`src/periph_pkg.sv`:
```
/*
 * Peripheral bus definitions
 * Bus widths, address map, register indices and the request and
 * response structs shared by the bridge, decoder and peripherals.
 */
`default_nettype none

package periph_pkg;

   // **************************************************
   // Bus widths
   // **************************************************
   localparam int ADDR_W = 8;   // Byte address
   localparam int DATA_W = 32;

   // Address fields
   localparam int REGION_MSB = 7;
   localparam int REGION_LSB = 6;
   localparam int REG_MSB    = 5;
   localparam int REG_LSB    = 2;   // Word index inside a region

   // **************************************************
   // Address map
   // **************************************************
   localparam logic [1:0] REGION_GPIO0 = 2'd0;   // LEDs and switches
   localparam logic [1:0] REGION_GPIO1 = 2'd1;   // Buttons
   localparam logic [1:0] REGION_PWM   = 2'd2;   // RGB PWM, region 3 unmapped

   // GPIO registers
   localparam logic [3:0] GPIO_REG_IN  = 4'd0;
   localparam logic [3:0] GPIO_REG_OUT = 4'd1;
   localparam logic [3:0] GPIO_REG_OE  = 4'd2;

   // PWM registers, duties follow in order b0 g0 r0 b1 g1 r1
   localparam logic [3:0] PWM_REG_PERIOD = 4'd0;
   localparam logic [3:0] PWM_REG_DUTY0  = 4'd1;

   localparam int PWM_CNT_W = 16;
   localparam int PWM_CH    = 6;

   // **************************************************
   // Bus payloads
   // **************************************************
   typedef struct packed {
      logic [ADDR_W-1:0] addr;
      logic [DATA_W-1:0] wdata;
      logic              we;
   } periph_req_t;

   typedef struct packed {
      logic [DATA_W-1:0] rdata;
      logic              err;
   } periph_rsp_t;

endpackage

`default_nettype wire

```
`src/bus_bridge.sv`:
```
/*
 * Host to bus bridge
 * Takes one valid/ready request at a time, runs it as a single
 * strobe/ack bus cycle and holds the response until the host takes it.
 */
`timescale 1ns/10ps
`default_nettype none

module bus_bridge (
   input  wire                     clk,
   input  wire                     i_reset,
   input  periph_pkg::periph_req_t i_req,
   input  wire                     i_req_valid,
   output logic                    o_req_ready,
   output periph_pkg::periph_rsp_t o_rsp,
   output logic                    o_rsp_valid,
   input  wire                     i_rsp_ready,
   output periph_pkg::periph_req_t o_bus_req,
   output logic                    o_bus_stb,
   input  periph_pkg::periph_rsp_t i_bus_rsp,
   input  wire                     i_bus_ack
);
   import periph_pkg::*;

   typedef enum logic [1:0] {
      S_IDLE,
      S_BUS,
      S_RSP
   } state_t;

   state_t      state;
   logic        stb_q;
   logic        accept;
   logic        bus_done;
   periph_req_t req_q;
   periph_rsp_t rsp_q;

   assign accept   = i_req_valid & o_req_ready;
   assign bus_done = stb_q & i_bus_ack;

   always_ff @(posedge clk) begin
      if (i_reset) begin
         state <= S_IDLE;
         stb_q <= 1'b0;
      end else begin
         case (state)
            S_IDLE: if (accept) state <= S_BUS;
            S_BUS: begin
               if (!stb_q) begin
                  stb_q <= 1'b1;   // Strobe one cycle after accept
               end else if (bus_done) begin
                  stb_q <= 1'b0;
                  state <= S_RSP;
               end
            end
            S_RSP: if (i_rsp_ready) state <= S_IDLE;
            default: state <= S_IDLE;
         endcase
      end
   end

   // Request and response holding
   always_ff @(posedge clk) begin
      if (accept) req_q <= i_req;
      if (bus_done) begin
         rsp_q.rdata <= req_q.we ? '0 : i_bus_rsp.rdata;   // Writes return zero
         rsp_q.err   <= i_bus_rsp.err;
      end
   end

   assign o_req_ready = (state == S_IDLE);
   assign o_rsp_valid = (state == S_RSP);
   assign o_rsp       = rsp_q;
   assign o_bus_req   = req_q;
   assign o_bus_stb   = stb_q;

   a_stb_until_ack: assert property (@(posedge clk) disable iff (i_reset)
      $fell(o_bus_stb) |-> $past(i_bus_ack))
      else $error("bus strobe dropped before ack");

endmodule

`default_nettype wire

```
`src/periph_decoder.sv`:
```
/*
 * Peripheral address decoder
 * Routes the bus strobe to one peripheral by address region and muxes
 * its ack and read data back. Unmapped space acks with an error.
 */
`timescale 1ns/10ps
`default_nettype none

module periph_decoder (
   input  periph_pkg::periph_req_t          i_bus_req,
   input  wire                              i_bus_stb,
   output periph_pkg::periph_rsp_t          o_bus_rsp,
   output logic                             o_bus_ack,
   input  wire                              clk,
   input  wire                              i_reset,
   output logic                             o_gpio0_stb,
   input  wire [periph_pkg::DATA_W-1:0]     i_gpio0_rdata,
   input  wire                              i_gpio0_ack,
   output logic                             o_gpio1_stb,
   input  wire [periph_pkg::DATA_W-1:0]     i_gpio1_rdata,
   input  wire                              i_gpio1_ack,
   output logic                             o_pwm_stb,
   input  wire [periph_pkg::DATA_W-1:0]     i_pwm_rdata,
   input  wire                              i_pwm_ack
);
   import periph_pkg::*;

   logic [REGION_MSB:REGION_LSB] region;
   logic                         unmapped_stb;
   logic                         unmapped_ack;

   assign region = i_bus_req.addr[REGION_MSB:REGION_LSB];

   always_comb begin
      o_gpio0_stb  = 1'b0;
      o_gpio1_stb  = 1'b0;
      o_pwm_stb    = 1'b0;
      unmapped_stb = 1'b0;
      o_bus_ack    = 1'b0;
      o_bus_rsp    = '0;
      case (region)
         REGION_GPIO0: begin
            o_gpio0_stb     = i_bus_stb;
            o_bus_ack       = i_gpio0_ack;
            o_bus_rsp.rdata = i_gpio0_rdata;
         end
         REGION_GPIO1: begin
            o_gpio1_stb     = i_bus_stb;
            o_bus_ack       = i_gpio1_ack;
            o_bus_rsp.rdata = i_gpio1_rdata;
         end
         REGION_PWM: begin
            o_pwm_stb       = i_bus_stb;
            o_bus_ack       = i_pwm_ack;
            o_bus_rsp.rdata = i_pwm_rdata;
         end
         default: begin   // Nothing here, error with zero data
            unmapped_stb  = i_bus_stb;
            o_bus_ack     = unmapped_ack;
            o_bus_rsp.err = unmapped_ack;
         end
      endcase
   end

   // Same ack timing as a real peripheral
   always_ff @(posedge clk) begin
      if (i_reset) unmapped_ack <= 1'b0;
      else         unmapped_ack <= unmapped_stb & ~unmapped_ack;
   end

   a_one_ack: assert property (@(posedge clk) disable iff (i_reset)
      $onehot0({i_gpio0_ack, i_gpio1_ack, i_pwm_ack, unmapped_ack}))
      else $error("more than one peripheral acked");

endmodule

`default_nettype wire

```
`src/gpio_block.sv`:
```
/*
 * GPIO register block
 * Output and output-enable registers plus a synchronized input
 * register, WIDTH pads wide, zero-extended onto the data bus.
 */
`timescale 1ns/10ps
`default_nettype none

module gpio_block #(
   parameter int WIDTH = 32
) (
   input  wire                          clk,
   input  wire                          i_reset,
   input  periph_pkg::periph_req_t      i_bus_req,
   input  wire                          i_stb,
   output logic [periph_pkg::DATA_W-1:0] o_rdata,
   output logic                         o_ack,
   input  wire  [WIDTH-1:0]             i_gpio_in,
   output logic [WIDTH-1:0]             o_gpio_out,
   output logic [WIDTH-1:0]             o_gpio_oe
);
   import periph_pkg::*;

   logic [REG_MSB:REG_LSB] idx;
   logic                   wr_en;
   logic [WIDTH-1:0]       out_q;
   logic [WIDTH-1:0]       oe_q;
   logic [WIDTH-1:0]       sync_q;
   logic [WIDTH-1:0]       in_q;

   assign idx   = i_bus_req.addr[REG_MSB:REG_LSB];
   assign wr_en = i_stb & ~o_ack & i_bus_req.we;   // Lands on the ack edge

   // **************************************************
   // Pad input synchronizer
   // **************************************************
   always_ff @(posedge clk) begin
      sync_q <= i_gpio_in;
      in_q   <= sync_q;
   end

   always_ff @(posedge clk) begin
      if (i_reset) begin
         o_ack <= 1'b0;
         out_q <= '0;
         oe_q  <= '0;
      end else begin
         o_ack <= i_stb & ~o_ack;
         if (wr_en) begin
            case (idx)
               GPIO_REG_OUT: out_q <= i_bus_req.wdata[WIDTH-1:0];
               GPIO_REG_OE:  oe_q  <= i_bus_req.wdata[WIDTH-1:0];
               default: ;   // Input and unused slots are read only
            endcase
         end
      end
   end

   // Readback, upper bits stay zero
   always_comb begin
      o_rdata = '0;
      case (idx)
         GPIO_REG_IN:  o_rdata[WIDTH-1:0] = in_q;
         GPIO_REG_OUT: o_rdata[WIDTH-1:0] = out_q;
         GPIO_REG_OE:  o_rdata[WIDTH-1:0] = oe_q;
         default:      o_rdata = '0;
      endcase
   end

   assign o_gpio_out = out_q;
   assign o_gpio_oe  = oe_q;

endmodule

`default_nettype wire

```
`src/rgb_pwm.sv`:
```
/*
 * RGB PWM controller
 * One free-running period counter shared by six duty channels,
 * driving the blue, green and red pins of two RGB LEDs.
 */
`timescale 1ns/10ps
`default_nettype none

module rgb_pwm (
   input  wire                           clk,
   input  wire                           i_reset,
   input  periph_pkg::periph_req_t       i_bus_req,
   input  wire                           i_stb,
   output logic [periph_pkg::DATA_W-1:0] o_rdata,
   output logic                          o_ack,
   output logic [periph_pkg::PWM_CH-1:0] o_rgb
);
   import periph_pkg::*;

   logic [REG_MSB:REG_LSB] idx;
   logic                   wr_en;
   logic [PWM_CNT_W-1:0]   period_q;
   logic [PWM_CNT_W-1:0]   cnt_q;
   logic [PWM_CNT_W-1:0]   duty_q [PWM_CH];

   assign idx   = i_bus_req.addr[REG_MSB:REG_LSB];
   assign wr_en = i_stb & ~o_ack & i_bus_req.we;

   // **************************************************
   // Register writes
   // **************************************************
   always_ff @(posedge clk) begin
      if (i_reset) begin
         o_ack    <= 1'b0;
         period_q <= '0;
         for (int i = 0; i < PWM_CH; i++) begin
            duty_q[i] <= '0;
         end
      end else begin
         o_ack <= i_stb & ~o_ack;
         if (wr_en) begin
            if (idx == PWM_REG_PERIOD) period_q <= i_bus_req.wdata[PWM_CNT_W-1:0];
            for (int i = 0; i < PWM_CH; i++) begin
               if (idx == PWM_REG_DUTY0 + 4'(i)) duty_q[i] <= i_bus_req.wdata[PWM_CNT_W-1:0];
            end
         end
      end
   end

   // Period counter
   always_ff @(posedge clk) begin
      if (i_reset) begin
         cnt_q <= '0;
      end else if (wr_en && idx == PWM_REG_PERIOD) begin
         cnt_q <= '0;   // Restart so a shorter period never overshoots
      end else if (cnt_q >= period_q) begin
         cnt_q <= '0;
      end else begin
         cnt_q <= cnt_q + 1'b1;
      end
   end

   always_comb begin
      for (int i = 0; i < PWM_CH; i++) begin
         o_rgb[i] = (cnt_q < duty_q[i]);
      end
   end

   // Readback of the low counter-width bits
   always_comb begin
      o_rdata = '0;
      if (idx == PWM_REG_PERIOD) o_rdata[PWM_CNT_W-1:0] = period_q;
      for (int i = 0; i < PWM_CH; i++) begin
         if (idx == PWM_REG_DUTY0 + 4'(i)) o_rdata[PWM_CNT_W-1:0] = duty_q[i];
      end
   end

   a_cnt_in_period: assert property (@(posedge clk) disable iff (i_reset)
      cnt_q <= period_q)
      else $error("PWM counter past period");

endmodule

`default_nettype wire

```
`src/periph_top.sv`:
```
/*
 * Peripheral subsystem top level
 * Host bridge, address decoder, LED/switch GPIO, button GPIO
 * and the RGB PWM controller.
 */
`timescale 1ns/10ps
`default_nettype none

module periph_top #(
   parameter int GPIO0_WIDTH = 32,
   parameter int GPIO1_WIDTH = 4
) (
   input  wire                           clk,
   input  wire                           i_reset,
   input  periph_pkg::periph_req_t       i_req,
   input  wire                           i_req_valid,
   output logic                          o_req_ready,
   output periph_pkg::periph_rsp_t       o_rsp,
   output logic                          o_rsp_valid,
   input  wire                           i_rsp_ready,
   input  wire  [GPIO0_WIDTH-1:0]        i_gpio0_in,
   output logic [GPIO0_WIDTH-1:0]        o_gpio0_out,
   output logic [GPIO0_WIDTH-1:0]        o_gpio0_oe,
   input  wire  [GPIO1_WIDTH-1:0]        i_gpio1_in,
   output logic [GPIO1_WIDTH-1:0]        o_gpio1_out,
   output logic [GPIO1_WIDTH-1:0]        o_gpio1_oe,
   output logic [periph_pkg::PWM_CH-1:0] o_rgb
);
   import periph_pkg::*;

   periph_req_t       bus_req;
   periph_rsp_t       bus_rsp;
   logic              bus_stb;
   logic              bus_ack;
   logic              gpio0_stb;
   logic              gpio0_ack;
   logic              gpio1_stb;
   logic              gpio1_ack;
   logic              pwm_stb;
   logic              pwm_ack;
   logic [DATA_W-1:0] gpio0_rdata;
   logic [DATA_W-1:0] gpio1_rdata;
   logic [DATA_W-1:0] pwm_rdata;

   bus_bridge u_bridge (
      .clk(clk), .i_reset(i_reset),
      .i_req(i_req), .i_req_valid(i_req_valid), .o_req_ready(o_req_ready),
      .o_rsp(o_rsp), .o_rsp_valid(o_rsp_valid), .i_rsp_ready(i_rsp_ready),
      .o_bus_req(bus_req), .o_bus_stb(bus_stb),
      .i_bus_rsp(bus_rsp), .i_bus_ack(bus_ack));

   periph_decoder u_decoder (
      .i_bus_req(bus_req), .i_bus_stb(bus_stb),
      .o_bus_rsp(bus_rsp), .o_bus_ack(bus_ack),
      .clk(clk), .i_reset(i_reset),
      .o_gpio0_stb(gpio0_stb), .i_gpio0_rdata(gpio0_rdata), .i_gpio0_ack(gpio0_ack),
      .o_gpio1_stb(gpio1_stb), .i_gpio1_rdata(gpio1_rdata), .i_gpio1_ack(gpio1_ack),
      .o_pwm_stb(pwm_stb), .i_pwm_rdata(pwm_rdata), .i_pwm_ack(pwm_ack));

   // LEDs and switches
   gpio_block #(.WIDTH(GPIO0_WIDTH)) u_gpio0 (
      .clk(clk), .i_reset(i_reset),
      .i_bus_req(bus_req), .i_stb(gpio0_stb),
      .o_rdata(gpio0_rdata), .o_ack(gpio0_ack),
      .i_gpio_in(i_gpio0_in), .o_gpio_out(o_gpio0_out), .o_gpio_oe(o_gpio0_oe));

   // Buttons
   gpio_block #(.WIDTH(GPIO1_WIDTH)) u_gpio1 (
      .clk(clk), .i_reset(i_reset),
      .i_bus_req(bus_req), .i_stb(gpio1_stb),
      .o_rdata(gpio1_rdata), .o_ack(gpio1_ack),
      .i_gpio_in(i_gpio1_in), .o_gpio_out(o_gpio1_out), .o_gpio_oe(o_gpio1_oe));

   rgb_pwm u_pwm (
      .clk(clk), .i_reset(i_reset),
      .i_bus_req(bus_req), .i_stb(pwm_stb),
      .o_rdata(pwm_rdata), .o_ack(pwm_ack),
      .o_rgb(o_rgb));

endmodule

`default_nettype wire

```
`config.mk`:
```
export PLATFORM = sky130hd
export DESIGN_NAME = periph_top
export DESIGN_NICKNAME = d
export VERILOG_FILES = /design/src/periph_pkg.sv /design/src/bus_bridge.sv /design/src/periph_decoder.sv /design/src/gpio_block.sv /design/src/rgb_pwm.sv /design/src/periph_top.sv
export SDC_FILE = /design/constraint.sdc
export NUM_CORES = 1
export LEC_CHECK = 0
export BUFFER_PORTS_ARGS = -buffer_cell sky130_fd_sc_hd__buf_2
export CORE_MARGIN = 2
export CORE_UTILIZATION = 29
export DETAILED_ROUTE_END_ITERATION = 10
export REMOVE_ABC_BUFFERS = 1
export SYNTH_ARGS = -nofsm -noshare
export SYNTH_HDL_FRONTEND = slang
export SYNTH_SLANG_ARGS = --single-unit
```
`constraint.sdc`:
```
create_clock -name clk -period 6.49 [get_ports clk]
set_clock_uncertainty 0.05 [all_clocks]
set_input_delay 1.298 -clock clk [delete_from_list [all_inputs] [get_ports clk]]
set_output_delay 1.298 -clock clk [all_outputs]
set_load 0.02 [all_outputs]
```
Word level (Yosys, flattened, before mapping)
Memory sizes are Yosys's and may differ from the RTL's.
Cells that the tools add are included.
- register bits after elaboration: 257
- bits in writable memories: 96
- input bits: 81
- output and inout port bits: 113
- logic and storage cells: 129
- memories kept: 1
- add/subtract/negate cells: 1
- magnitude comparators: 7
- eq/ne operators: 14
- mux-type cells: 54
- bitwise gates (word level): 19
- reduce and logical (&&, ||, !) cells: 12
- memories (memory ; depth ; bits a word ; read ports ; clocked after memory_dff ; write ports ; RTL line ; text):
    u_pwm.duty_q ; 6 ; 16 ; 6 ; 0 ; 6 ; rgb_pwm.sv:24 ; logic [PWM_CNT_W-1:0] duty_q [PWM_CH];
- operator list (cell ; count):
    16-bit 2-to-1 mux ; 13
    32-bit one-hot mux with 3 select lines ; 2
    16-bit < comparator ; 6
    1-bit 2-to-1 mux ; 32
    16-bit by 1-bit adder with 16-bit output, second input constant ; 1
    16-bit >= comparator ; 1
    4-bit by 3-bit == test with 1-bit output, second input constant ; 3
    4-bit one-hot mux with 3 select lines ; 1
    2-bit AND reduction ; 5
    1-bit AND ; 9
    4-bit by 2-bit == test with 1-bit output, second input constant ; 2
    2-bit 2-to-1 mux ; 4
    2-bit by 1-bit inequality test with 1-bit output, second input constant ; 3
    1-bit OR ; 6
    2-bit one-hot mux with 3 select lines ; 1
    3-bit OR reduction ; 2
    2-bit by 1-bit == test with 1-bit output, second input constant ; 2
    2-bit == test, second input constant ; 2
    4-bit by 1-bit == test with 1-bit output, second input constant ; 1
    2-bit zero test ; 2
    4-bit zero test ; 1
    1-bit NOT ; 4
    4-bit AND reduction ; 1
    1-bit one-hot mux with 3 select lines ; 1
    other kinds (2) ; 2

Longest topological paths before layout
Gate-level depths: netlist of the first run.
- depth in word-level cells: 9
- gate-level depth with buffers: 9
- gate-level depth less buffers: 7

By module
From an unflattened synthesis of the first run, not the netlist that was laid out.
- cell total of the unflattened synthesis: 1561
- area total of the unflattened synthesis: 17226.5 um2
- by module, submodules not included (module ; instances ; cells an instance ; area an instance (um2) ; sequential area each (um2)):
    rgb_pwm ; 1 ; 878 ; 8491.9 ; 3543.4
    gpio_block (u_gpio0) ; 1 ; 385 ; 4480.5 ; 2582.5
    bus_bridge ; 1 ; 124 ; 2580.0 ; 2282.2
    gpio_block (u_gpio1) ; 1 ; 88 ; 888.4 ; 340.3
    periph_decoder ; 1 ; 86 ; 785.8 ; 20.0

Worst setup path after synthesis of the first run
No wires, ideal clock.
- kind: reg-to-output
- start point: reg u_pwm.cnt_q[6]
- end point: out o_rgb[2] (netlist name)
- arrival time: 1.762 ns
- required time: 5.142 ns
- setup slack: 3.380 ns
- cell stages (with the launch flop): 7
- buffers on the path: 0
- cells stage by stage: dfxtp_1 > ha_1 > a21oi_1 > nor2b_1 > a2111oi_0 > o21ai_0 > a21oi_1
- cells in the longest elaborated chain, start to end: 1
- ends and longest elaborated chain (element ; RTL line ; text):
    start: declaration ; rgb_pwm.sv:23 ; logic [PWM_CNT_W-1:0] cnt_q;
    start signal: assignment ; rgb_pwm.sv:59 ; cnt_q <= cnt_q + 1'b1;
    16-bit < comparator ; rgb_pwm.sv:65 ; o_rgb[i] = (cnt_q < duty_q[i]);
    end: declaration ; periph_top.sv:27 ; output logic [periph_pkg::PWM_CH-1:0] o_rgb
No other way between the ends.

Worst setup path after layout of the first run
Same ends and word-level chain as after synthesis.

==> impl_metrics.py, run 1 <==
metrics = {
    "outcome": {
        "result_of_the_run": "complete, no violations",
    },
    "timing": {
        "timing.setup.tns_ns": 0,
        "tightestPinTransition_ns": 1.16,
        "finalCritPeriodShare_pct": 63.3,
        "worst_slew_margin_rel_pct": 22.8,
        "final-hold-violation-count": 0,
        "max_freq_mhz": 243,
        "report.final.setup_viol": 0,
        "pins_over_slew_limit": 0,
        "setup_repair_after_global_routing_missed_its_margin": "no",
        "period_needed_ns": 4.11,
    },
    "synth": {
        "synth_area_sq_um": 16200,
        "ys_types": 62,
        "ys_ff_latch": 351,
        "synth_top_flop_cell": "sky130_fd_sc_hd__dfxtp_1",
        "synth_seq_area_share_pct": 53.9,
        "synth_cells": 1554,
        "synth-warning-count": 0,
        "synthArstFlopShare_pct": 0,
        "edff_count_synth": 168,
        "synth.avg_cell_area_sq_um": 10.4,
    },
    "worst_setup_path": {
        "critical_path.endpoint_type": "primary output",
        "timing.critical_path.from_type": "register",
        "worstPathMaxFanout": 11,
        "arrival_ns": 2.76,
        "timing.setup.critical_path_class": "reg2out",
        "worst-endpoint-required_ns": 5.14,
    },
    "global_routing": {
        "grt_start_max_net_pins": 66,
        "global_route.overflow_total": 0,
        "grt_antenna_before_repair": 0,
        "first_global_vias": 12300,
        "combined_global_route_utilization_of_all_metal_layers_pct": 15.7,
        "grt_first_pass_wirelength_um": 70000,
    },
    "drt": {
        "vias": 12000,
        "detail_route.vias_per_cell": 4.80,
        "detailedRoute.firstPassIterationCount": 5,
        "routed_wl_um": 45700,
        "wire_per_inst_um": 18.3,
        "drt_iter0_markers": 749,
        "drt_drc_violations_left": 0,
        "detail-route-antenna-nets": 0,
    },
    "cells_and_area": {
        "fin_util_pct": 34.6,
        "fillCellCount": 5592,
        "final_design_area_no_fill_sq_um": 19100,
        "drive_above_1_share_pct": 17.0,
        "multi_input_gate_area_sq_um": 6650,
        "regArea_sq_um": 8710,
        "insertedDiodeCount": 0,
        "area_growth_pct": 17.9,
        "num-nets-final": 1915,
    },
    "clock_tree": {
        "max_root_sink_buffers": 3,
        "tritoncts_num_sinks": 351,
        "ctsHtreeMaxLevel": 2,
        "cts_hold_buffers": 0,
        "clockRootBuffer": "sky130_fd_sc_hd__clkbuf_16",
        "clkSlewWorstSetupHoldPaths_ns": 0.06,
        "cts_setup_buffers": 0,
        "clk_latency_ns": 0.55,
        "cts.repair.resized": 0,
        "cts_made_buffers": 36,
        "cts_tree": "done",
    },
    "placed_design": {
        "hpwlAfterDp_um": 32000,
        "placement.cell_area_sq_um": 17800,
        "place.gp.congestion": 0.871,
        "port-buffer-count": 191,
    },
    "pwr": {
        "p_leak_nw": 7.99,
        "power_density_over_the_cells_nw_per_um2": 252,
        "power.ir.vdd_worst_uv": 167,
    },
    "flow_run": {
        "drv.max_cap_violation_count": 0,
    },
    "floorplanning": {
        "fp-row-count": 86,
        "die_boundary_height_um": 240,
        "core_area_sq_um": 55100,
        "initial_core_util_pct": 29.3,
        "boundaryPins": 194,
        "fp.dieW_um": 240,
        "dieArea_sq_um": 57600,
    },
    "worst_hold_path": {
        "hp-class": "reg2reg",
    },
}
## layer usage
metal / share of wire, % / GRT usage, % / wire length, um
met5: 0 / 0 / 0
met4: 2.4 / 5.16 / 1100
met3: 5.3 / 2.73 / 2400
met2: 50 / 27.7 / 22800
met1: 43 / 19.2 / 19400
## per-stage QoR
| stage | setup WS, ns | total power, mW | std cells | hold WS, ns |
|---|---|---|---|---|
| 2_1_floorplan | 1.51 | 2.59 | 1480 | 0.260 |
| 6_report | 2.38 | 4.80 | 2503 | 0.274 |
| 4_1_cts | 2.38 | 4.84 | 2503 | 0.276 |
| 5_1_grt | 2.26 | 4.95 | 2503 | 0.280 |
| 3_5_place_dp | 2.96 | 2.72 | 2437 | 0.262 |
| 3_3_place_gp | 2.97 | 2.71 | 2437 | 0.261 |
## area by class of cell
| type | count | share of cell area (%) |
|---|---|---|
| timing repair buffer | 209 | 5.74 |
| inverter | 116 | 2.28 |
| clock inverter | 16 | 0.814 |
| multi-input combinational | 1013 | 34.9 |
| tap | 748 | 4.91 |
| clock buffer | 50 | 5.67 |
| sequential | 351 | 45.7 |
## registers in the layout, indices dropped and copies added (netlist names)
name and flops:
u_bridge.o_rsp 33, u_gpio1.sync_q 4, u_pwm.duty_q 96, u_pwm.o_ack 1
u_gpio0.o_gpio_oe 32, u_bridge.state 2, u_decoder.unmapped_ack 1, u_gpio1.in_q 4
u_gpio1.o_ack 1, u_bridge.o_bus_req 39, u_gpio0.sync_q 32, u_gpio1.o_gpio_out 4
u_gpio0.o_gpio_out 32, u_bridge.o_bus_stb 1, u_gpio0.in_q 32, u_pwm.cnt_q 16
u_gpio1.o_gpio_oe 4, u_pwm.period_q 16, u_gpio0.o_ack 1
## final timing paths
| kind | start | to | slack, ns | depth (start not counted) |
|---|---|---|---|---|
| min | u_gpio0.sync_q[11] | u_gpio0.in_q[11] | 0.27 | 0 |
| max reg2reg | u_bridge.o_bus_req[35] | u_gpio0.o_gpio_oe[11] | 3.17 | 8 |
| max | u_pwm.cnt_q[6] | o_rgb[2] | 2.38 | 7 |
| min reg2reg | u_gpio0.sync_q[11] | u_gpio0.in_q[11] | 0.27 | 0 |
## worst max-delay path: stages (launching register included)
cell                        delay [ns]
sky130_fd_sc_hd__dfxtp_1          0.66
sky130_fd_sc_hd__ha_1             0.34
sky130_fd_sc_hd__a21oi_1          0.16
sky130_fd_sc_hd__nor2b_1          0.06
sky130_fd_sc_hd__a2111oi_0        0.30
sky130_fd_sc_hd__o21ai_0          0.26
sky130_fd_sc_hd__a21oi_1          0.21
sky130_fd_sc_hd__buf_2            0.23
## cells in the mapped netlist (14+ instances only)
| master | n | share of area, % |
|---|---|---|
| sky130_fd_sc_hd__nand2_1 | 192 | 4.5 |
| sky130_fd_sc_hd__a21oi_1 | 151 | 4.7 |
| sky130_fd_sc_hd__nand4_1 | 18 | 0.70 |
| sky130_fd_sc_hd__nand2b_1 | 14 | 0.54 |
| sky130_fd_sc_hd__o22ai_1 | 14 | 0.54 |
| sky130_fd_sc_hd__o21ai_0 | 68 | 2.1 |
| sky130_fd_sc_hd__nor2_1 | 86 | 2.0 |
| sky130_fd_sc_hd__inv_1 | 116 | 2.7 |
| sky130_fd_sc_hd__dfxtp_1 | 183 | 23 |
| sky130_fd_sc_hd__and2_1 | 98 | 3.8 |
| sky130_fd_sc_hd__nor2b_1 | 17 | 0.66 |
| sky130_fd_sc_hd__edfxtp_1 | 168 | 31 |
| sky130_fd_sc_hd__mux2i_1 | 63 | 3.9 |
| sky130_fd_sc_hd__nand3_1 | 23 | 0.71 |
| sky130_fd_sc_hd__buf_2 | 20 | 0.62 |
| sky130_fd_sc_hd__clkbuf_1 | 31 | 0.72 |
| sky130_fd_sc_hd__a21o_1 | 36 | 1.7 |
| sky130_fd_sc_hd__ha_1 | 107 | 8.3 |
## logic make-up (layout without fill, tap and decap cells)
kind of cell / after synthesis / count (layout) / share of synthesized area [%]
AO/OA/AOI/OAI: 324 / 324 / 11.6
XOR/XNOR: 14 / 14 / 0.759
adder cells (fa/ha/maj): 107 / 107 / 8.28
AND/OR/NAND/NOR: 495 / 495 / 15.3
flip-flops: 351 / 351 / 53.9
multiplexers: 73 / 73 / 5.09
buffers and inverters: 190 / 391 / 5.07
## where the power goes
group          internal, mW  total, mW  switching [mW]
combinational        0.0839      0.238           0.154
clock                  1.22       2.13           0.908
sequential             2.38       2.43          0.0490
## placed cells by master (no fill, tap or decap), drive strengths merged, types with 8 or more instances in the layout
| cell type | instances |
|---|---|
| buf | 209 |
| nand2 | 194 |
| dfxtp | 183 |
| edfxtp | 168 |
| a21oi | 151 |
| inv | 117 |
| ha | 107 |
| and2 | 99 |
| nor2 | 94 |
| o21ai | 68 |
| mux2i | 63 |
| clkbuf | 50 |
| a21o | 36 |
| nand3 | 23 |
| nand4 | 19 |
| nor2b | 17 |
| nand2b | 16 |
| o22ai | 14 |
| clkinv | 13 |
| a22oi | 10 |
| a211oi | 9 |
| nor3 | 9 |
| xor2 | 8 |
No activity file was read; power rests on OpenSTA's default activity.
==> inputs of run 2 (changes only) <==
--- a/config.mk
+++ b/config.mk
@@ -5,6 +5,7 @@
 export SDC_FILE = /design/constraint.sdc
 export NUM_CORES = 1
 export LEC_CHECK = 0
+export ABC_AREA = 1
 export BUFFER_PORTS_ARGS = -buffer_cell sky130_fd_sc_hd__buf_2
 export CORE_MARGIN = 2
 export CORE_UTILIZATION = 29
==> constraint.sdc (replaced) <==
create_clock -name clk -period 4.04 [get_ports clk]
set_clock_uncertainty 0.05 [all_clocks]
set_input_delay 0.808 -clock clk [delete_from_list [all_inputs] [get_ports clk]]
set_output_delay 0.808 -clock clk [all_outputs]
set_load 0.02 [all_outputs]
==> run 2 against run 1 <==
  * First-iteration DRC count up 10%
  * Cell count up 5.0%
  * Cell area down 1.6%
  * Worst hold slack better by 0.0016 ns
  * Sequential power up 60%
  * Synthesized area down 2.3%
  * Sequential cell count unchanged
  * Register-to-register slack worse by 2.2 ns
  * Critical endpoint is now o_rgb[4]
==> impl_metrics.py, run 2 <==
metrics = {
    "placed_design": {
        "placed_cells_incl_taps": 2556,
        "hpwlAfterDp_um": 32100,
        "placement.cell_area_sq_um": 17500,
        "place.gp.congestion": 0.870,
        "place_ws_ns": 1.01,
        "port-buffer-count": 191,
    },
    "clock_tree": {
        "max_root_sink_buffers": 3,
        "cts_made_buffers": 38,
        "ctsHtreeMaxLevel": 2,
        "clkSlewWorstSetupHoldPaths_ns": 0.06,
        "cts_setup_buffers": 0,
        "tritoncts_num_sinks": 351,
        "cts_tree": "done",
        "clk_latency_ns": 0.54,
        "cts_hold_buffers": 0,
        "cts.repair.resized": 0,
        "clockRootBuffer": "sky130_fd_sc_hd__clkbuf_16",
    },
    "timing": {
        "report.final.setup_viol": 0,
        "tightestPinTransition_ns": 1.10,
        "max_freq_mhz": 279,
        "worst_slew_margin_rel_pct": 26.6,
        "final-hold-violation-count": 0,
        "timing.setup.tns_ns": 0,
        "pins_over_slew_limit": 0,
        "period_needed_ns": 3.58,
        "setup_slack_ns": 0.461,
        "setup_repair_after_global_routing_missed_its_margin": "no",
        "finalCritPeriodShare_pct": 88.6,
    },
    "synth": {
        "synth_seq_area_share_pct": 55.1,
        "synth.avg_cell_area_sq_um": 9.20,
        "synth.top_cells.by_count": "sky130_fd_sc_hd__nand2_1 (276), sky130_fd_sc_hd__inv_1 (223), sky130_fd_sc_hd__dfxtp_1 (183)",
        "ys_types": 38,
        "synth_cells": 1717,
        "synth-warning-count": 0,
        "synthSimpleGateAreaFrac_pct": 16.4,
        "share_of_the_synthesized_area_in_compound_gates_ao_oa_aoi_oai_pct": 11.2,
        "post-synth-top-area-cell": "sky130_fd_sc_hd__edfxtp_1",
        "post_synth_xor_area_fraction_pct": 0.776,
        "synth_top_flop_cell": "sky130_fd_sc_hd__dfxtp_1",
        "ys_ff_latch": 351,
        "synthArstFlopShare_pct": 0,
        "synthMuxAreaShare_pct": 0,
        "post-synth-top-area-fraction_pct": 31.9,
        "post-synth-top-count-cell": "sky130_fd_sc_hd__nand2_1",
        "adder_and_majority_cell_fraction_of_the_synthesized_area_pct": 8.48,
        "ys_top_cells_by_area": "sky130_fd_sc_hd__edfxtp_1 (32%), sky130_fd_sc_hd__dfxtp_1 (23%), sky130_fd_sc_hd__ha_1 (8.5%)",
        "edff_count_synth": 168,
        "largest_family_of_logic_cells_by_synthesized_area": "simple AND/OR/NAND/NOR gates",
        "synth_area_sq_um": 15800,
    },
    "global_routing": {
        "combined_global_route_utilization_of_all_metal_layers_pct": 15.9,
        "grt_first_pass_wirelength_um": 70000,
        "grt_start_max_net_pins": 53,
        "global_route.overflow_total": 0,
        "first_global_vias": 12500,
        "grt_antenna_before_repair": 1,
    },
    "worst_hold_path": {
        "hp-start": "u_gpio1.sync_q[1]",
        "min_path_cells": 0,
        "hp-class": "reg2reg",
        "hold_path_end": "u_gpio1.in_q[1]",
    },
    "cells_and_area": {
        "area_growth_pct": 18.8,
        "drive_above_1_share_pct": 16.0,
        "final_cell_mix": "sky130_fd_sc_hd__nand2_1 (276), sky130_fd_sc_hd__inv_1 (221), sky130_fd_sc_hd__buf_2 (191)",
        "layout.cells.non_filler": 2627,
        "largest_register_ffs": 96,
        "num-nets-final": 2088,
        "fillCellCount": 5482,
        "mostFrequentLayoutCell": "sky130_fd_sc_hd__nand2_1",
        "final_design_area_no_fill_sq_um": 18800,
        "top_register": "u_pwm.duty_q",
    },
    "floorplanning": {
        "fp-row-count": 85,
        "dieArea_sq_um": 56300,
        "fp.dieW_um": 237,
        "core_area_sq_um": 53800,
        "die_boundary_height_um": 237,
        "boundaryPins": 194,
        "initial_core_util_pct": 29.3,
    },
    "worst_setup_path": {
        "reg2reg_setup_slack_ns": 1.01,
        "rr_worst_depth": 7,
        "worstSetupStartpoint": "u_pwm.cnt_q[13]",
        "r2r_end": "u_gpio0.o_gpio_oe[27]",
        "timing.critical_path.from_type": "register",
        "regToRegStartpoint": "u_bridge.o_bus_req[36]",
        "timing.setup.critical_path_class": "reg2out",
        "worstPathMaxFanout": 9,
        "worst-endpoint-required_ns": 3.18,
        "arrival_ns": 2.72,
        "critical_path.endpoint_type": "primary output",
    },
    "drt": {
        "vias": 12600,
        "detail_route.vias_per_cell": 4.78,
        "routed_wl_um": 45500,
        "wire_per_inst_um": 17.3,
        "detailedRoute.firstPassIterationCount": 5,
        "detail-route-antenna-nets": 0,
        "drt_drc_violations_left": 0,
        "drt_iter0_markers": 827,
    },
    "flow_run": {
        "drv.max_cap_violation_count": 0,
    },
    "pwr": {
        "power_density_over_the_cells_nw_per_um2": 418,
        "p_leak_nw": 8.32,
        "total_power_mw": 7.85,
        "power.ir.vdd_worst_uv": 320,
    },
    "outcome": {
        "result_of_the_run": "complete, no violations",
    },
}
## run 2: cell types whose count changed after synthesis, moves of 17 or more
| cell | before | now |
|---|---|---|
| sky130_fd_sc_hd__nor2_1 | 86 | 182 |
| sky130_fd_sc_hd__inv_1 | 116 | 223 |
| sky130_fd_sc_hd__nand3_1 | 23 | 93 |
| sky130_fd_sc_hd__mux2i_1 | 63 | 0 |
| sky130_fd_sc_hd__nor2b_1 | 17 | 0 |
| sky130_fd_sc_hd__and2_1 | 98 | 0 |
| sky130_fd_sc_hd__o21ai_0 | 68 | 121 |
| sky130_fd_sc_hd__nand2_1 | 192 | 276 |
| sky130_fd_sc_hd__a21o_1 | 36 | 2 |
## run 2: cells by family after synthesis
group | count (synthesis)
simple gates | 605
flops | 351
compound gates | 325
buf+inv | 315
fa+ha+maj | 107
xor+xnor | 14
## run 2: power breakdown
| group | internal [mW] | switching [mW] | total, mW |
|---|---|---|---|
| clock network | 2.13 | 1.44 | 3.57 |
| registers | 3.83 | 0.0536 | 3.89 |
| logic | 0.106 | 0.289 | 0.395 |
## run 2: cell type report
class                   count  area, sq um  area share, %
clock buffers              56         1150           6.15
multi-input cells        1051         5830           31.1
flip-flops and latches    351         8710           46.4
repair buffers            213         1120           5.98
well taps                 696          871           4.64
diodes                      1         2.50         0.0133
inverters                 245          922           4.92
clock inverters            14          145          0.774
## run 2: metal layers
layer  GRT usage, %  up-vias  share of wire [%]
li1               -     6081                  -
met1           20.2     5949                 43
met2           27.4      433                 48
met3           2.45      102                5.9
met4           5.53        0                3.1
met5              0        -                  0
## run 2: critical path: stages (launching register included)
cell and delay [ns]:
sky130_fd_sc_hd__dfxtp_1 0.69, sky130_fd_sc_hd__ha_1 0.35, sky130_fd_sc_hd__a21oi_1 0.17, sky130_fd_sc_hd__nor2_1 0.07, sky130_fd_sc_hd__a211oi_1 0.17, sky130_fd_sc_hd__o21ai_0 0.12, sky130_fd_sc_hd__a21oi_1 0.36, sky130_fd_sc_hd__buf_2 0.26
## run 2: worst max-delay path by stage
stage / cells past startpoint / slack [ns] / end
global route: 7 / 0.35 / o_rgb[4]
floorplan: 2 / 0.47 / u_pwm.duty_q[0][0]
CTS: 7 / 0.51 / o_rgb[4]
detailed placement: 6 / 1.01 / u_pwm.duty_q[0][74]
global placement: 7 / 1.06 / o_rgb[4]
finish: 7 / 0.46 / o_rgb[4]
## run 2: through the flow
stage	hold WS (ns)	util [%]
6_report	0.276	34.9
3_5_place_dp	0.262	32.4
3_3_place_gp	0.261	32.4
4_1_cts	0.276	34.9
5_1_grt	0.279	34.9
2_1_floorplan	0.260	-
==> inputs of run 3 (changes only) <==
--- a/config.mk
+++ b/config.mk
@@ -7,6 +7,7 @@
 export LEC_CHECK = 0
 export ABC_AREA = 1
 export BUFFER_PORTS_ARGS = -buffer_cell sky130_fd_sc_hd__buf_2
+export CORE_ASPECT_RATIO = 1.75
 export CORE_MARGIN = 2
 export CORE_UTILIZATION = 29
 export DETAILED_ROUTE_END_ITERATION = 10
==> run 3 against run 2 <==
  * First-iteration DRC count is 6.8% lower
  * Register-to-register slack improved by 0.05 ns
  * Utilization fell by 0.43 points
  * Combinational power about the same
  * Largest power group unchanged
  * Clock power down 6.4%
  * Sequential share of layout area up 0.41 points
  * Sequential power about the same
  * Cell area shrank 0.87%
  * Sequential cell count stayed put
  * Fmax is 3.9% lower
==> impl_metrics.py, run 3 (synthesis results as in run 2) <==
metrics = {
    "placed_design": {
        "hpwlAfterDp_um": 34900,
        "port-buffer-count": 191,
        "place.gp.congestion": 0.919,
    },
    "worst_setup_path": {
        "critical_path.endpoint_type": "primary output",
        "worst-endpoint-required_ns": 3.18,
        "reg2reg_setup_slack_ns": 1.06,
        "cpMaxStageDelayCell": "sky130_fd_sc_hd__dfxtp_1",
        "r2r_end": "u_pwm.duty_q[0][31]",
        "timing.setup.critical_path_class": "reg2out",
        "worstPathMaxFanout": 12,
        "arrival_ns": 2.86,
        "regToRegStartpoint": "u_bridge.o_bus_req[38]",
        "rr_worst_depth": 6,
        "timing.critical_path.from_type": "register",
        "path_cells": "ha_1 -> a21oi_1 -> o31a_1 -> o21ai_0 -> a21oi_1 -> buf_2",
        "critical-path-top-cell-by-count": "sky130_fd_sc_hd__a21oi_1",
        "timing_endpoint_of_the_critical_path": "o_rgb[5]",
        "worstSetupStartpoint": "u_pwm.cnt_q[7]",
        "highest_cell_delay_on_the_worst_timing_path_ns": 0.73,
    },
    "pwr": {
        "seqPwrFrac_pct": 51.0,
        "power_frac_comb_pct": 5.2,
        "switching_share_pct": 22.8,
        "total_switching_power_mw": 1.74,
        "power.ir.vdd_worst_uv": 454,
        "pwr-share-clk_pct": 43.9,
        "power.internal_mw": 5.89,
        "power_density_over_the_cells_nw_per_um2": 410,
        "p_leak_nw": 8.22,
    },
    "drt": {
        "wire_per_inst_um": 18.0,
        "routed_wl_um": 46900,
        "detail-route-antenna-nets": 0,
        "detail_route.vias_per_cell": 4.81,
        "drt_iter0_markers": 771,
        "vias": 12500,
        "detailedRoute.firstPassIterationCount": 5,
        "drt_drc_violations_left": 0,
    },
    "global_routing": {
        "combined_global_route_utilization_of_all_metal_layers_pct": 16.3,
        "first_global_vias": 13100,
        "global_route.overflow_total": 0,
        "grt_antenna_before_repair": 0,
        "grt_first_pass_wirelength_um": 72000,
        "grt_start_max_net_pins": 45,
    },
    "floorplanning": {
        "fp.dieW_um": 180,
        "initial_core_util_pct": 29.2,
        "core_area_sq_um": 54000,
        "dieArea_sq_um": 56400,
        "die_boundary_height_um": 313,
        "boundaryPins": 194,
        "fp-row-count": 113,
    },
    "timing": {
        "max_freq_mhz": 269,
        "finalCritPeriodShare_pct": 92.1,
        "timing.setup.tns_ns": 0,
        "worst_slew_margin_rel_pct": 26.6,
        "period_needed_ns": 3.72,
        "setup_repair_after_global_routing_missed_its_margin": "no",
        "pins_over_slew_limit": 0,
        "report.final.setup_viol": 0,
        "tightestPinTransition_ns": 1.10,
        "final-hold-violation-count": 0,
    },
    "cells_and_area": {
        "largest_register_ffs": 96,
        "fin_util_pct": 34.4,
        "final_cell_mix": "sky130_fd_sc_hd__nand2_1 (276), sky130_fd_sc_hd__inv_1 (220), sky130_fd_sc_hd__buf_2 (191)",
        "num-nets-final": 2080,
        "drive_above_1_share_pct": 15.7,
        "top_register": "u_pwm.duty_q",
        "insertedDiodeCount": 0,
        "area_growth_pct": 17.7,
        "fillCellCount": 5476,
        "mostFrequentLayoutCell": "sky130_fd_sc_hd__nand2_1",
    },
    "clock_tree": {
        "cts_setup_buffers": 0,
        "tritoncts_num_sinks": 351,
        "cts_made_buffers": 31,
        "clockRootBuffer": "sky130_fd_sc_hd__clkbuf_16",
        "max_root_sink_buffers": 3,
        "cts.repair.resized": 0,
        "clkSlewWorstSetupHoldPaths_ns": 0.07,
        "clk_latency_ns": 0.59,
        "cts_tree": "done",
        "cts_hold_buffers": 0,
        "ctsHtreeMaxLevel": 1,
    },
    "worst_hold_path": {
        "hp-class": "in2reg",
        "hp-start": "i_gpio0_in[15]",
    },
    "outcome": {
        "result_of_the_run": "complete, no violations",
    },
    "flow_run": {
        "drv.max_cap_violation_count": 0,
    },
}
[run 3: changes by cell type in the layout (fill, tap and decap cells not counted), sizes merged]
cell / change
buf: -1
bufinv: +4
clkbuf: -17
clkinv: -1
clkinvlp: +1
diode: -1
[run 3: layer usage]
layer | GRT usage (%) | wire (um) | vias to the layer above
li1 | - | - | 6050
met1 | 16.3 | 16600 | 5965
met2 | 31.7 | 25500 | 387
met3 | 2.24 | 2210 | 139
met4 | 9.13 | 2580 | 0
met5 | 0 | 0 | -
[run 3: critical path, delay by kind of cell (launching register included)]
family                   cells  cell delay [ns]
buffers and inverters        1             0.24
adder cells (fa/ha/maj)      1             0.37
flip-flops                   1             0.73
AO/OA/AOI/OAI                4             0.93
[run 3: power by group through the flow]
stage               logic [mW]  registers [mW]  clock network (mW)
global route             0.434            3.90                3.51
global placement         0.387            3.96                   0
detailed placement       0.397            3.97                   0
CTS                      0.397            3.89                3.39
finish                   0.394            3.89                3.34
floorplan                0.209            3.95                   0
[run 3: how the worst min path moves through the flow]
stage          depth (start not counted)  slack (ns)                  to
3_3_place_gp                           0        0.26    u_gpio0.in_q[29]
5_1_grt                                1        0.26  u_gpio0.sync_q[15]
3_5_place_dp                           0        0.26    u_gpio0.in_q[31]
4_1_cts                                1        0.25  u_gpio0.sync_q[13]
6_report                               1        0.26  u_gpio0.sync_q[15]
2_1_floorplan                          0        0.26     u_gpio0.in_q[0]
[run 3: final cells by class]
class,count,area (sq um),share of cell area (%)
inverters,245,922,4.96
multi-input cells,1051,5840,31.4
clock buffers,39,890,4.78
flip-flops and latches,351,8710,46.8
clock inverters,18,260,1.40
well taps,690,863,4.64
repair buffers,212,1110,5.99
[run 3: metrics by stage]
stage	hold WS, ns	std cells	instance area (sq um)	worst slack, ns	power, mW
2_1_floorplan	0.260	1647	15500	0.475	4.16
3_3_place_gp	0.260	2549	17400	0.966	4.35
3_5_place_dp	0.262	2549	17400	0.919	4.36
4_1_cts	0.248	2606	18600	0.271	7.68
5_1_grt	0.257	2606	18600	0.257	7.84
6_report	0.265	2606	18600	0.318	7.62
